--- src/rtl/rob_pkg.sv ---
package rob_pkg;

    // buffer geometry
    localparam int rob_depth = 16;
    localparam int rob_idx_w = 4;

    // datapath widths
    localparam int data_w = 32;
    localparam int reg_w  = 5;
    localparam int kind_w = 2;

    // entry kinds, set by the front end at allocation
    localparam logic [kind_w-1:0] kind_alu    = 2'd0;
    localparam logic [kind_w-1:0] kind_branch = 2'd1;
    localparam logic [kind_w-1:0] kind_store  = 2'd2;

    // word written back by execution
    // alu entries carry the register result, branches the resolved next pc
    typedef union packed {
        logic [data_w-1:0] value;
        logic [data_w-1:0] next_pc;
    } rob_result_u;

endpackage

--- src/rtl/rob_commit_fsm.sv ---
`timescale 1ns/10ps

module rob_commit_fsm
    import rob_pkg::*;
(
    input  logic                 clk,
    input  logic                 arst_n,
    input  logic                 empty,
    input  logic [rob_idx_w-1:0] head,
    input  logic                 head_done,
    input  logic [kind_w-1:0]    head_kind,
    input  logic [reg_w-1:0]     head_rd,
    input  logic                 head_pred,
    input  logic                 head_taken,
    input  rob_result_u          head_result,
    input  logic                 store_done,
    output logic                 retire,
    output logic                 flush_clr,
    output logic                 commit_en,
    output logic [reg_w-1:0]     commit_rd,
    output logic [data_w-1:0]    commit_value,
    output logic [rob_idx_w-1:0] commit_tag,
    output logic                 store_go,
    output logic [rob_idx_w-1:0] store_tag,
    output logic                 flush,
    output logic [data_w-1:0]    redirect_pc,
    output logic                 flushing
);

    localparam logic [1:0] st_idle       = 2'd0;
    localparam logic [1:0] st_store_wait = 2'd1;
    localparam logic [1:0] st_flush      = 2'd2;

    logic [1:0] state;
    logic [1:0] state_nxt;
    logic       head_ready;
    logic       is_alu;
    logic       is_branch;
    logic       is_store;
    logic       mispredict;

    // head can only act from idle once its result is in
    assign head_ready = (state == st_idle) && !empty && head_done;

    assign is_alu     = (head_kind == kind_alu);
    assign is_branch  = (head_kind == kind_branch);
    assign is_store   = (head_kind == kind_store);
    assign mispredict = is_branch && (head_taken != head_pred);

    assign commit_en = head_ready && is_alu;
    assign store_go  = head_ready && is_store;
    assign flush     = head_ready && mispredict;
    assign flush_clr = flush;
    assign flushing  = (state == st_flush);

    // alu and good branches retire at once, stores wait for the ack
    assign retire = (head_ready && (is_alu || (is_branch && !mispredict)))
                 || ((state == st_store_wait) && store_done);

    // same result word, read per kind
    assign commit_value = head_result.value;
    assign redirect_pc  = head_result.next_pc;
    assign commit_rd    = head_rd;
    assign commit_tag   = head;
    assign store_tag    = head;

    always_comb begin
        state_nxt = state;
        case (state)
            st_idle: begin
                if (store_go) begin
                    state_nxt = st_store_wait;
                end else if (flush) begin
                    state_nxt = st_flush;
                end
            end
            st_store_wait: begin
                if (store_done) begin
                    state_nxt = st_idle;
                end
            end
            st_flush: state_nxt = st_idle;
            default: state_nxt = st_idle;
        endcase
    end

    always_ff @(posedge clk or negedge arst_n) begin
        if (!arst_n) begin
            state <= st_idle;
        end else begin
            state <= state_nxt;
        end
    end

    // store buffer only acks a store that was handed to it
    a_store_done_in_wait : assert property (
        @(posedge clk) disable iff (!arst_n)
        store_done |-> (state == st_store_wait)
    ) else $error("store_done outside the store wait");

endmodule

--- src/rtl/rob_entry_array.sv ---
`timescale 1ns/10ps

module rob_entry_array
    import rob_pkg::*;
(
    input  logic                 clk,
    input  logic                 arst_n,
    // allocation from the front end
    input  logic                 alloc_we,
    input  logic [rob_idx_w-1:0] alloc_idx,
    input  logic [kind_w-1:0]    alloc_kind,
    input  logic [reg_w-1:0]     alloc_rd,
    input  logic                 alloc_pred_taken,
    // writeback from execution
    input  logic                 wb_en,
    input  logic [rob_idx_w-1:0] wb_tag,
    input  rob_result_u          wb_result,
    input  logic                 wb_taken,
    // head read port
    input  logic [rob_idx_w-1:0] head,
    input  logic                 flush_clr,
    output logic                 head_done,
    output logic [kind_w-1:0]    head_kind,
    output logic [reg_w-1:0]     head_rd,
    output logic                 head_pred,
    output logic                 head_taken,
    output rob_result_u          head_result
);

    // done bits carry control state, the rest is payload
    logic [rob_depth-1:0] done;

    logic [kind_w-1:0] kind_mem   [rob_depth];
    logic [reg_w-1:0]  rd_mem     [rob_depth];
    logic              pred_mem   [rob_depth];
    logic              taken_mem  [rob_depth];
    rob_result_u       result_mem [rob_depth];

    always_ff @(posedge clk or negedge arst_n) begin
        if (!arst_n) begin
            done <= '0;
        end else if (flush_clr) begin
            // wipes the wrong path as well as the flushing branch
            done <= '0;
        end else begin
            if (alloc_we) begin
                done[alloc_idx] <= 1'b0;
            end
            if (wb_en) begin
                done[wb_tag] <= 1'b1;
            end
        end
    end

    // static fields, fixed at allocation
    always_ff @(posedge clk) begin
        if (alloc_we) begin
            kind_mem[alloc_idx] <= alloc_kind;
            rd_mem[alloc_idx]   <= alloc_rd;
            pred_mem[alloc_idx] <= alloc_pred_taken;
        end
    end

    // results arrive by tag, in any order
    always_ff @(posedge clk) begin
        if (wb_en) begin
            result_mem[wb_tag] <= wb_result;
            taken_mem[wb_tag]  <= wb_taken;
        end
    end

    assign head_done   = done[head];
    assign head_kind   = kind_mem[head];
    assign head_rd     = rd_mem[head];
    assign head_pred   = pred_mem[head];
    assign head_taken  = taken_mem[head];
    assign head_result = result_mem[head];

    // each tag is written back once per allocation
    a_single_writeback : assert property (
        @(posedge clk) disable iff (!arst_n)
        wb_en |-> !done[wb_tag]
    ) else $error("second writeback to tag %0d", wb_tag);

endmodule

--- src/rtl/rob_ptr_ctrl.sv ---
`timescale 1ns/10ps

module rob_ptr_ctrl
    import rob_pkg::*;
(
    input  logic                 clk,
    input  logic                 arst_n,
    input  logic                 alloc_en,
    input  logic                 retire,
    input  logic                 flush_clr,
    output logic [rob_idx_w-1:0] head,
    output logic [rob_idx_w-1:0] tail,
    output logic                 full,
    output logic                 empty
);

    // one extra bit so that 16 entries can be told from none
    logic [rob_idx_w:0] count;
    logic               push;
    logic               pop;

    assign push = alloc_en && (count < rob_depth);
    assign pop  = retire;

    assign full  = (count == rob_depth);
    assign empty = (count == '0);

    // pointers wrap on their own at the buffer depth
    always_ff @(posedge clk or negedge arst_n) begin
        if (!arst_n) begin
            head <= '0;
            tail <= '0;
        end else if (flush_clr) begin
            head <= '0;
            tail <= '0;
        end else begin
            if (push) begin
                tail <= tail + 1'b1;
            end
            if (pop) begin
                head <= head + 1'b1;
            end
        end
    end

    always_ff @(posedge clk or negedge arst_n) begin
        if (!arst_n) begin
            count <= '0;
        end else if (flush_clr) begin
            count <= '0;
        end else begin
            case ({push, pop})
                2'b10: count <= count + 1'b1;
                2'b01: count <= count - 1'b1;
                // push and pop together leave the count alone
                default: count <= count;
            endcase
        end
    end

    // the commit side must only retire an occupied head
    a_no_retire_when_empty : assert property (
        @(posedge clk) disable iff (!arst_n)
        retire |-> !empty
    ) else $error("retire while the buffer is empty");

endmodule

--- src/rtl/rob_top.sv ---
`timescale 1ns/10ps

module rob_top
    import rob_pkg::*;
(
    input  logic                 clk,
    input  logic                 arst_n,
    // allocation
    input  logic                 alloc_en,
    input  logic [kind_w-1:0]    alloc_kind,
    input  logic [reg_w-1:0]     alloc_rd,
    input  logic                 alloc_pred_taken,
    output logic [rob_idx_w-1:0] alloc_tag,
    output logic                 full,
    // writeback
    input  logic                 wb_en,
    input  logic [rob_idx_w-1:0] wb_tag,
    input  rob_result_u          wb_result,
    input  logic                 wb_taken,
    // store buffer
    output logic                 store_go,
    output logic [rob_idx_w-1:0] store_tag,
    input  logic                 store_done,
    // commit and redirect
    output logic                 commit_en,
    output logic [reg_w-1:0]     commit_rd,
    output logic [data_w-1:0]    commit_value,
    output logic [rob_idx_w-1:0] commit_tag,
    output logic                 flush,
    output logic [data_w-1:0]    redirect_pc
);

    logic [rob_idx_w-1:0] head;
    logic [rob_idx_w-1:0] tail;
    logic                 ptr_full;
    logic                 empty;
    logic                 retire;
    logic                 flush_clr;
    logic                 flushing;
    logic                 alloc_ok;

    logic                 head_done;
    logic [kind_w-1:0]    head_kind;
    logic [reg_w-1:0]     head_rd;
    logic                 head_pred;
    logic                 head_taken;
    rob_result_u          head_result;

    // no wrong-path allocation while the flush settles
    assign full      = ptr_full || flushing;
    assign alloc_ok  = alloc_en && !full;
    assign alloc_tag = tail;

    rob_ptr_ctrl u_ptr (
        .clk       (clk),
        .arst_n    (arst_n),
        .alloc_en  (alloc_ok),
        .retire    (retire),
        .flush_clr (flush_clr),
        .head      (head),
        .tail      (tail),
        .full      (ptr_full),
        .empty     (empty)
    );

    rob_entry_array u_array (
        .clk              (clk),
        .arst_n           (arst_n),
        .alloc_we         (alloc_ok),
        .alloc_idx        (tail),
        .alloc_kind       (alloc_kind),
        .alloc_rd         (alloc_rd),
        .alloc_pred_taken (alloc_pred_taken),
        .wb_en            (wb_en),
        .wb_tag           (wb_tag),
        .wb_result        (wb_result),
        .wb_taken         (wb_taken),
        .head             (head),
        .flush_clr        (flush_clr),
        .head_done        (head_done),
        .head_kind        (head_kind),
        .head_rd          (head_rd),
        .head_pred        (head_pred),
        .head_taken       (head_taken),
        .head_result      (head_result)
    );

    rob_commit_fsm u_commit (
        .clk          (clk),
        .arst_n       (arst_n),
        .empty        (empty),
        .head         (head),
        .head_done    (head_done),
        .head_kind    (head_kind),
        .head_rd      (head_rd),
        .head_pred    (head_pred),
        .head_taken   (head_taken),
        .head_result  (head_result),
        .store_done   (store_done),
        .retire       (retire),
        .flush_clr    (flush_clr),
        .commit_en    (commit_en),
        .commit_rd    (commit_rd),
        .commit_value (commit_value),
        .commit_tag   (commit_tag),
        .store_go     (store_go),
        .store_tag    (store_tag),
        .flush        (flush),
        .redirect_pc  (redirect_pc),
        .flushing     (flushing)
    );

    // front end should hold off while full, the request is dropped
    a_alloc_not_full : assert property (
        @(posedge clk) disable iff (!arst_n)
        alloc_en |-> !full
    ) else $warning("allocation requested while full, not taken");

endmodule

--- config.mk ---
export PLATFORM = sky130hd
export DESIGN_NAME = rob_top
export DESIGN_NICKNAME = d
export VERILOG_FILES = /design/src/rtl/rob_pkg.sv /design/src/rtl/rob_commit_fsm.sv /design/src/rtl/rob_entry_array.sv /design/src/rtl/rob_ptr_ctrl.sv /design/src/rtl/rob_top.sv
export SDC_FILE = /design/constraint.sdc
export NUM_CORES = 1
export LEC_CHECK = 0
export BUFFER_PORTS_ARGS = -buffer_cell sky130_fd_sc_hd__clkbuf_2
export CAP_MARGIN = 40
export CORE_ASPECT_RATIO = 1.2
export CORE_MARGIN = 2
export CORE_UTILIZATION = 65
export DETAILED_ROUTE_END_ITERATION = 7
export PLACE_DENSITY = 0.81
export SLEW_MARGIN = 20
export SYNTH_ARGS = -nofsm -noshare
export SYNTH_HDL_FRONTEND = slang
export SYNTH_SLANG_ARGS = --single-unit
export TNS_END_PERCENT = 30
--- constraint.sdc ---
create_clock -name clk -period 7.3 [get_ports clk]
set_clock_uncertainty 0.05 [all_clocks]
set_input_delay 0.365 -clock clk [delete_from_list [all_inputs] [get_ports clk]]
set_output_delay 0.365 -clock clk [all_outputs]
set_load 0.005 [all_outputs]
==> flow_summary.toml, run 1 <==
[die]
fp-row-count = 81
core_sq_mm = 0.0407
die_x_um = 190
fp.dieArea_sq_mm = 0.0430
num_io_pins = 135
start_util = 0.659
die_h_um = 227

[layout]
fin_nets = 1408
final-seq-area_sq_mm = 0.0205
layout-drive-gt1-share = 0.354
synthToLayoutAreaGrowth_pct = 12.4
multi_input_area_sq_mm = 0.00575
final_core_util = 0.740
fillers = 2180

[setup_path]
crit_arrival_ps = 5100
start_kind = "register"
path_class = "reg2reg"
worstSetupEndpointType = "register"
crit_path_max_fanout = 37
cp.required_ps = 7710

[pwr]
leakagePower_uw = 0.00998
ir_drop_uv = 353
power_density_mw_per_mm2 = 368

[drt]
drt_iter0_drc = 1772
first_pass_iters = 7
postRouteAntennaNets = 0
avgRoutedWirePerCell_um = 31.7
num_vias = 13100
via_per_inst = 6.76
routed_wl_mm = 61.4
drc_errors = 0

[clocking]
post_cts_buffers = 0
worstSkewPairLatency_ps = 620
cts_root_buf = "clkbuf_16"
clkSlewWorstSetupHoldPaths_ps = 70
clk_path_buf_depth = 3
h-tree-depth = 2
cts_tree = "yes"
cts.sinks = 687
cts-buffers-inserted = 61

[placed_design]
place_hpwl_mm = 32.1
gp_congestion = 0.823
io_buffers = 134

[synth]
synth_edf_count = 656
yosysWarnings = 0
ys_ff_latch = 687
synth_area_sq_mm = 0.0268
async_flop_share = 0.0451
syn_inst = 1202
synth_ff_type = "edfxtp_1"
seq_area_frac_synth = 0.763
postSynthAreaPerCell_sq_um = 22.3
synthesis.nets = 1262
yosys.cell_types.count = 50

[global_route]
track_usage = 0.296
grt_start_max_net_pins = 59
grt_pass1_vias = 13500
antenna_found_initial = 1
grt_first_pass_wirelength_mm = 89.6
grt-ovfl-total = 0

[sta]
fin_crit_ps = 4690
setup_viol = 0
rsz0062_at_grt = "false"
relSlewSlack = 0.401
fin_hold_ws_ps = 97.4
tns_ps = 0
slew_viol_final = 0
hold_violations = 0
worst_slew_pin_slew_ps = 899
fmax_ghz = 0.213
post-route-period-util = 0.642

[min_path]
holdCritPathClass = "in2reg"

[status]
outcome = "finished clean"

[run]
drv_cap = 0
## final timing paths
kind                                  from                    to  slack [ps]  cells after the start
max                          u_ptr.head[0]        u_ptr.count[4]        2610                     17
min                            alloc_rd[4]  u_array.rd_mem[0][4]         100                      1
max reg2reg                  u_ptr.head[0]        u_ptr.count[4]        2610                     17
min reg2reg                u_array.done[0]       u_array.done[0]         500                      2
max in group asynchronous           arst_n         u_ptr.head[1]        6620                      3
min in group asynchronous           arst_n         u_ptr.tail[3]         140                      2
## sequential cells by signal, indices dropped and copies added (netlist names)
register and count:
u_array.result_mem 512, u_array.rd_mem 80, u_array.kind_mem 32, u_array.done 16, u_array.pred_mem 16, u_array.taken_mem 16
u_ptr.count 5, u_ptr.head 4, u_ptr.tail 4, u_commit.state 2
## Yosys cell counts (4+ instances only)
master,instances,share of area
edfxtp_1,656,0.73
mux4_2,201,0.17
nor2_1,43,0.0060
buf_4,38,0.011
dfrtp_1,31,0.029
inv_1,24,0.0034
nand2_1,23,0.0032
a21oi_1,22,0.0041
buf_2,21,0.0039
clkbuf_1,21,0.0029
nand3_1,13,0.0024
o21ai_0,11,0.0021
buf_1,9,0.0013
ha_1,9,0.0042
nor2b_1,8,0.0019
nand2b_1,7,0.0016
xnor2_1,5,0.0016
mux2_2,4,0.0017
nor3_1,4,0.00075
xor2_1,4,0.0013
## report_power, final
group | internal (uW) | leakage, uW | total, uW | switching (uW)
Combinational | 1620 | 0.00271 | 3140 | 1520
Clock | 1770 | 0.000956 | 3190 | 1410
Sequential | 4530 | 0.00631 | 4790 | 255
Total | 7930 | 0.00998 | 11100 | 3190
## layer usage
| layer | global-route usage | up-vias | routed length [um] |
|---|---|---|---|
| met4 | 0.105 | 0 | 2120 |
| li1 | - | 5258 | - |
| met1 | 0.388 | 6817 | 21700 |
| met5 | 0 | - | 0 |
| met3 | 0.0486 | 170 | 5230 |
| met2 | 0.511 | 865 | 32300 |
## cells in the final DEF (no fill, tap or decap), types with 4 or more instances in the layout
cell / count
a21oi_1: 22
inv_2: 12
nand2b_1: 7
buf_12: 8
dfrtp_1: 28
nand2_1: 23
nor2_1: 41
edfxtp_1: 656
mux4_2: 201
bufinv_16: 7
clkbuf_16: 61
buf_4: 27
clkinv_2: 12
xnor2_1: 5
xor2_1: 4
ha_1: 9
nor3_1: 4
mux2_2: 4
buf_16: 5
nand3_1: 13
clkinv_1: 21
clkbuf_2: 134
inv_1: 11
nor2b_1: 8
clkbuf_1: 5
o21ai_0: 11
## stage by stage
| step | setup slack [ps] | power, uW | instances | cell area (sq um) |
|---|---|---|---|---|
| 2_1_floorplan | 2850 | 7160 | 1202 | 26800 |
| 3_3_place_gp | 2710 | 7840 | 1798 | 27800 |
| 3_5_place_dp | 2650 | 7960 | 1821 | 28200 |
| 4_1_cts | 2580 | 11200 | 1935 | 30100 |
| 5_1_grt | 2290 | 11500 | 1936 | 30200 |
| 6_report | 2610 | 11100 | 1938 | 30200 |
## cell type report
cell class,count,area share
clock inverters,46,0.0137
multi-input cells,397,0.191
inverters,25,0.00324
flip-flops and latches,687,0.679
diodes,2,0.000166
clock buffers,66,0.0512
well taps,539,0.0224
repair buffers,176,0.0395
## critical path: stages (launching register included)
cell and delay [ps]:
dfrtp_4 770, buf_4 710, mux4_2 610, a22oi_1 200, nand3_1 100, xor2_1 290, nand2_2 160, a21o_1 250
ha_1 240, inv_1 120, fa_1 210, inv_1 50, a21o_1 160, a21oi_1 200, xnor2_1 140, nor2_1 60
xnor2_1 140, nor2_1 50
## logic make-up after synthesis
| logic type | Yosys count | share of synthesized area |
|---|---|---|
| muxes | 210 | 0.172 |
| DFF | 687 | 0.763 |
| and+or+nand+nor | 116 | 0.0210 |
| xor gates and xnor gates | 9 | 0.00294 |
| adders and majority gates | 10 | 0.00494 |
| AOI/OAI and AO/OA | 52 | 0.0122 |
| buffers and inverters | 118 | 0.0240 |
## repair_timing
item,4_1_cts,5_1_grt
setup endpoints to repair,0,0
gates resized for setup,0,0
hold endpoints to repair,32,0
hold buffers,2,0
(Power assumes the default switching activity.)
==> inputs of run 2 (changes only) <==
CORE_UTILIZATION = 61   (was 65)
PLACE_DENSITY = 0.76   (was 0.81)
clock period = 4.7 ns   (was 7.3 ns; I/O delays follow)
==> run 2 against run 1 <==
  * Setup slack worse by 2100 ps
  * Routed wire length shrank 7.9%
  * Global-route usage down 3.7 points
  * Non-clock buffer count up 42
  * Maximum frequency is 12% higher
  * Final cell count grew 3.5%
  * Register-to-register slack got worse by 2100 ps
  * Sequential power rose by 56%
  * Clock-buffer cell count up 12
  * Final area rose by 2.0%
  * First-iteration DRC count is 27% lower
  * Clock power is 63% higher
==> flow_summary.toml, run 2 (synthesis results as in run 1) <==
[clocking]
clkSlewWorstSetupHoldPaths_ps = 60
clk_path_buf_depth = 3
cts-buffers-inserted = 66
cts_tree = "yes"
h-tree-depth = 3
worstSkewPairLatency_ps = 610
ctsResizeCount = 0
cts_root_buf = "clkbuf_16"
cts.sinks = 687

[sta]
fin_crit_ps = 4200
hold_violations = 0
setup_viol = 0
rsz0062_at_grt = "false"
fmax_ghz = 0.238
slew_viol_final = 0
worst_slew_pin_slew_ps = 876
relSlewSlack = 0.416
tns_ps = 0
post-route-period-util = 0.893

[setup_path]
path_cells = "mux4_2 -> a22oi_1 -> nand3_1 -> xor2_1 -> nand2_2 -> a21o_1 -> ha_1 -> ha_1 -> a21o_1 -> a21oi_1 -> xnor2_1 -> nor2_1 -> xnor2_1 -> nor2_1"
cp.required_ps = 5100
start_kind = "register"
reg2reg_to = "u_ptr.count[4]"
crit_path_end = "u_ptr.count[4]"
r2r_setup_slack_ps = 500
crit_arrival_ps = 4600
crit_path_max_fanout = 41
path_class = "reg2reg"
slowest_stage = "dfrtp_4"
r2r-start = "u_ptr.head[0]"
cpPeakStageDelay_ps = 900
startpoint = "u_ptr.head[0]"
r2r_cells = 14
worstSetupEndpointType = "register"

[die]
num_io_pins = 135
die_x_um = 196
fp-row-count = 84
die_h_um = 234
fp.dieArea_sq_mm = 0.0457
start_util = 0.616
core_sq_mm = 0.0436

[drt]
first_pass_iters = 7
via_per_inst = 6.44
num_vias = 12900
routed_wl_mm = 56.5
postRouteAntennaNets = 0
drt_iter0_drc = 1289
drc_errors = 0
avgRoutedWirePerCell_um = 28.2

[pwr]
power.switching_uw = 4900
switching_share = 0.281
pwr-share-seq = 0.427
pwr-share-clk = 0.298
ir_drop_uv = 620
power_density_mw_per_mm2 = 567
internal_power_uw = 12500
p_comb_frac = 0.276
leakagePower_uw = 0.0102

[global_route]
antenna_found_initial = 1
grt-ovfl-total = 0
grt_first_pass_wirelength_mm = 84.6
grt_start_max_net_pins = 85
grt_pass1_vias = 13400
track_usage = 0.258

[layout]
multi_input_area_sq_mm = 0.00575
fillers = 2554
instances_no_fill = 2006
layout-drive-gt1-share = 0.349
fin_nets = 1455
mostFrequentLayoutCells = "edfxtp_1, mux4_2, clkbuf_2"
final-seq-area_sq_mm = 0.0205
synthToLayoutAreaGrowth_pct = 14.6
top_regs = "u_array.result_mem (512), u_array.rd_mem (80), u_array.kind_mem (32)"
final_common_cell = "edfxtp_1"
regMostFlops = "u_array.result_mem"
largest_reg_flops = 512

[placed_design]
placed_cells = 1839
io_buffers = 134
gp_congestion = 0.796
place_hpwl_mm = 29.7

[status]
outcome = "finished clean"

[min_path]
holdCritPathClass = "in2reg"

[run]
drv_cap = 0
## run 2: how the worst min path moves through the flow
stage,startpoint,end,slack [ps],depth (start not counted)
5_1_grt,wb_tag[0],u_array.done[5],30,3
3_5_place_dp,arst_n,u_ptr.tail[3],310,1
6_report,alloc_rd[1],u_array.rd_mem[9][1],20,1
3_3_place_gp,arst_n,u_ptr.tail[1],280,1
4_1_cts,wb_tag[0],u_array.done[5],0.7,3
2_1_floorplan,arst_n,u_array.done[0],-110,0
## run 2: metal layers
| layer | wire length (um) | vias to the layer above | global-route usage | share of wire |
|---|---|---|---|---|
| li1 | - | 5354 | - | - |
| met1 | 22300 | 6874 | 0.362 | 0.39 |
| met2 | 29200 | 603 | 0.430 | 0.52 |
| met3 | 3880 | 80 | 0.0384 | 0.069 |
| met4 | 1120 | 0 | 0.0844 | 0.020 |
| met5 | 0 | - | 0 | 0 |
## run 2: worst max-delay path: cells and delay by family, from the launching register on
kind / cells / cell delay (ps)
mux: 1 / 600
flops: 1 / 900
fa+ha+maj: 2 / 600
compound gates: 4 / 820
xor+xnor: 3 / 620
simple gates: 4 / 450
## run 2: through the flow
stage	utilization	power, uW	setup slack, ps	cell area (sq um)	hold slack [ps]
6_report	0.705	17400	503	30800	18.8
5_1_grt	0.705	18200	223	30800	34.9
4_1_cts	0.704	17600	506	30700	0.705
3_5_place_dp	0.645	12300	618	28200	308
3_3_place_gp	0.639	12200	723	27900	283
2_1_floorplan	-	11100	378	26800	-111
## run 2: layout make-up
type / count / area share
clock inverters: 41 / 0.0129
inverters: 25 / 0.00325
clock buffers: 78 / 0.0558
flip-flops and latches: 687 / 0.666
repair buffers: 218 / 0.0523
well taps: 559 / 0.0227
diodes: 1 / 0.0000814
multi-input cells: 397 / 0.187
## run 2: what timing repair did
item / CTS / global route
setup buffers: 0 / 0
hold buffers: 42 / 1
endpoints found under the hold margin: 638 / 2
## run 2: power groups by stage
stage          Sequential, uW  Clock (uW)  Combinational (uW)
6_report                 7450        5190                4810
5_1_grt                  7480        5470                5220
4_1_cts                  7450        5260                4860
3_5_place_dp             7560           0                4770
3_3_place_gp             7540           0                4680
2_1_floorplan            7260           0                3870
==> inputs of run 3 (changes only) <==
CORE_UTILIZATION = 30   (was 61)
PLACE_DENSITY = 0.42   (was 0.76)
SKIP_CTS_REPAIR_TIMING = 1   (was not set)
==> run 3 against run 2 <==
  * The flow now finishes with violations (negative hold slack)
  * Power increased by 2.2%
  * Clock-buffer cell count increased by 22
  * Combinational power increased by 4.4%
  * Clock power increased by 4.8%
  * Critical path depth increased by 2
  * Via count decreased by 4.2%
  * Sequential cell count unchanged
  * Non-clock buffer count decreased by 42
  * Largest cell class unchanged
  * Largest power group unchanged
==> flow_summary.toml, run 3 (synthesis results as in run 1) <==
[die]
die_x_um = 277
die_h_um = 332
core_sq_mm = 0.0890
fp-row-count = 120
num_io_pins = 135
fp.dieArea_sq_mm = 0.0919
start_util = 0.302

[sta]
fin_crit_ps = 3990
tns_ps = 0
post-route-period-util = 0.849
worst_slew_pin_slew_ps = 868
relSlewSlack = 0.421
hold_violations = 42
fmax_ghz = 0.251
fin_hold_ws_ps = -8.27
rsz0062_at_grt = "false"
setup_viol = 0
slew_viol_final = 0

[setup_path]
crit_arrival_ps = 4410
slowest_stage = "dfrtp_4"
r2r_setup_slack_ps = 710
worstSetupEndpointType = "register"
cpPeakStageDelay_ps = 790
crit_path_max_fanout = 32
path_cells = "mux4_2 -> a22oi_1 -> nand3_1 -> xor2_1 -> nand2_2 -> a21o_1 -> ha_1 -> inv_1 -> fa_1 -> inv_1 -> a21o_1 -> a21oi_1 -> xnor2_1 -> nor2_1 -> xnor2_1 -> nor2_1"
r2r-start = "u_ptr.head[0]"
path_class = "reg2reg"
reg2reg_to = "u_ptr.count[4]"
cp.required_ps = 5120
r2r_cells = 16
start_kind = "register"

[layout]
top_regs = "u_array.result_mem (512), u_array.rd_mem (80), u_array.kind_mem (32)"
antennaDiodeCount = 0
fillers = 8334
final_common_cell = "edfxtp_1"
regMostFlops = "u_array.result_mem"
mostFrequentLayoutCells = "edfxtp_1, mux4_2, clkbuf_2"
synthToLayoutAreaGrowth_pct = 15.8
fin_nets = 1423
layout-drive-gt1-share = 0.354
largest_reg_flops = 512
instances_no_fill = 2577

[drt]
first_pass_iters = 4
drt_iter0_drc = 767
routed_wl_mm = 66.6
num_vias = 12400
drc_errors = 0
via_per_inst = 4.80
postRouteAntennaNets = 0
avgRoutedWirePerCell_um = 25.9

[pwr]
power_density_mw_per_mm2 = 573
ir_drop_uv = 359
power_uw = 17800
leakagePower_uw = 0.0101

[clocking]
cts_tree = "yes"
worstSkewPairLatency_ps = 610
cts-buffers-inserted = 76
h-tree-depth = 3
cts_root_buf = "clkbuf_16"
clk_path_buf_depth = 3
cts.sinks = 687
clkSlewWorstSetupHoldPaths_ps = 50

[global_route]
grt_start_max_net_pins = 119
grt-ovfl-total = 0
grt_pass1_vias = 13400
grt_first_pass_wirelength_mm = 96.9
track_usage = 0.146
antenna_found_initial = 4

[status]
outcome = "complete, but fails checks"
violations = "negative hold slack"

[min_path]
holdCritPathClass = "in2async"

[placed_design]
io_buffers = 134
gp_congestion = 0.724
placed_cells = 2440
place_hpwl_mm = 37.2

[run]
drv_cap = 0
[run 3: worst max path at each step]
stage | from | to | cells after the start
6_report | u_ptr.head[0] | u_ptr.count[4] | 16
5_1_grt | u_ptr.head[0] | u_ptr.count[4] | 16
4_1_cts | u_ptr.head[0] | u_ptr.count[4] | 16
3_5_place_dp | u_ptr.head[0] | u_ptr.count[4] | 16
3_3_place_gp | u_ptr.head[0] | u_ptr.count[4] | 16
2_1_floorplan | wb_tag[3] | u_array.result_mem[0][0] | 2
[run 3: area by class of cell]
class | count | area, sq um | area share
clock buffer | 100 | 2020 | 0.0651
clock inverter | 33 | 200 | 0.00644
inverter | 25 | 95.1 | 0.00306
multi-input combinational | 397 | 5760 | 0.185
sequential | 687 | 20500 | 0.659
tap | 1159 | 1450 | 0.0466
timing repair buffer | 176 | 1080 | 0.0346
[run 3: metrics by stage]
step            util  area (sq um)  setup slack, ps
2_1_floorplan      -         26800              378
3_3_place_gp   0.323         28700              731
3_5_place_dp   0.324         28800              735
4_1_cts        0.349         31000              698
5_1_grt        0.349         31100              360
6_report       0.349         31100              709
[run 3: worst max-delay path: cells and delay by family (launching register included)]
kind | cells | cell delay [ps]
AO/OA/AOI/OAI | 4 | 780
XOR/XNOR | 3 | 620
adder cells (fa/ha/maj) | 2 | 460
buffers and inverters | 2 | 170
flip-flops | 1 | 790
multiplexers | 1 | 590
AND/OR/NAND/NOR | 4 | 400
[run 3: routing by layer]
metal	routed length, um	track usage
met5	39	0
met4	1480	0.0438
met3	2260	0.0235
met2	34300	0.257
met1	28500	0.186
[run 3: power by group]
part / total, uW / switching [uW] / internal, uW
combinational: 5020 / 2530 / 2500
sequential: 7360 / 317 / 7040
clock: 5440 / 2360 / 3080
total: 17800 / 5200 / 12600
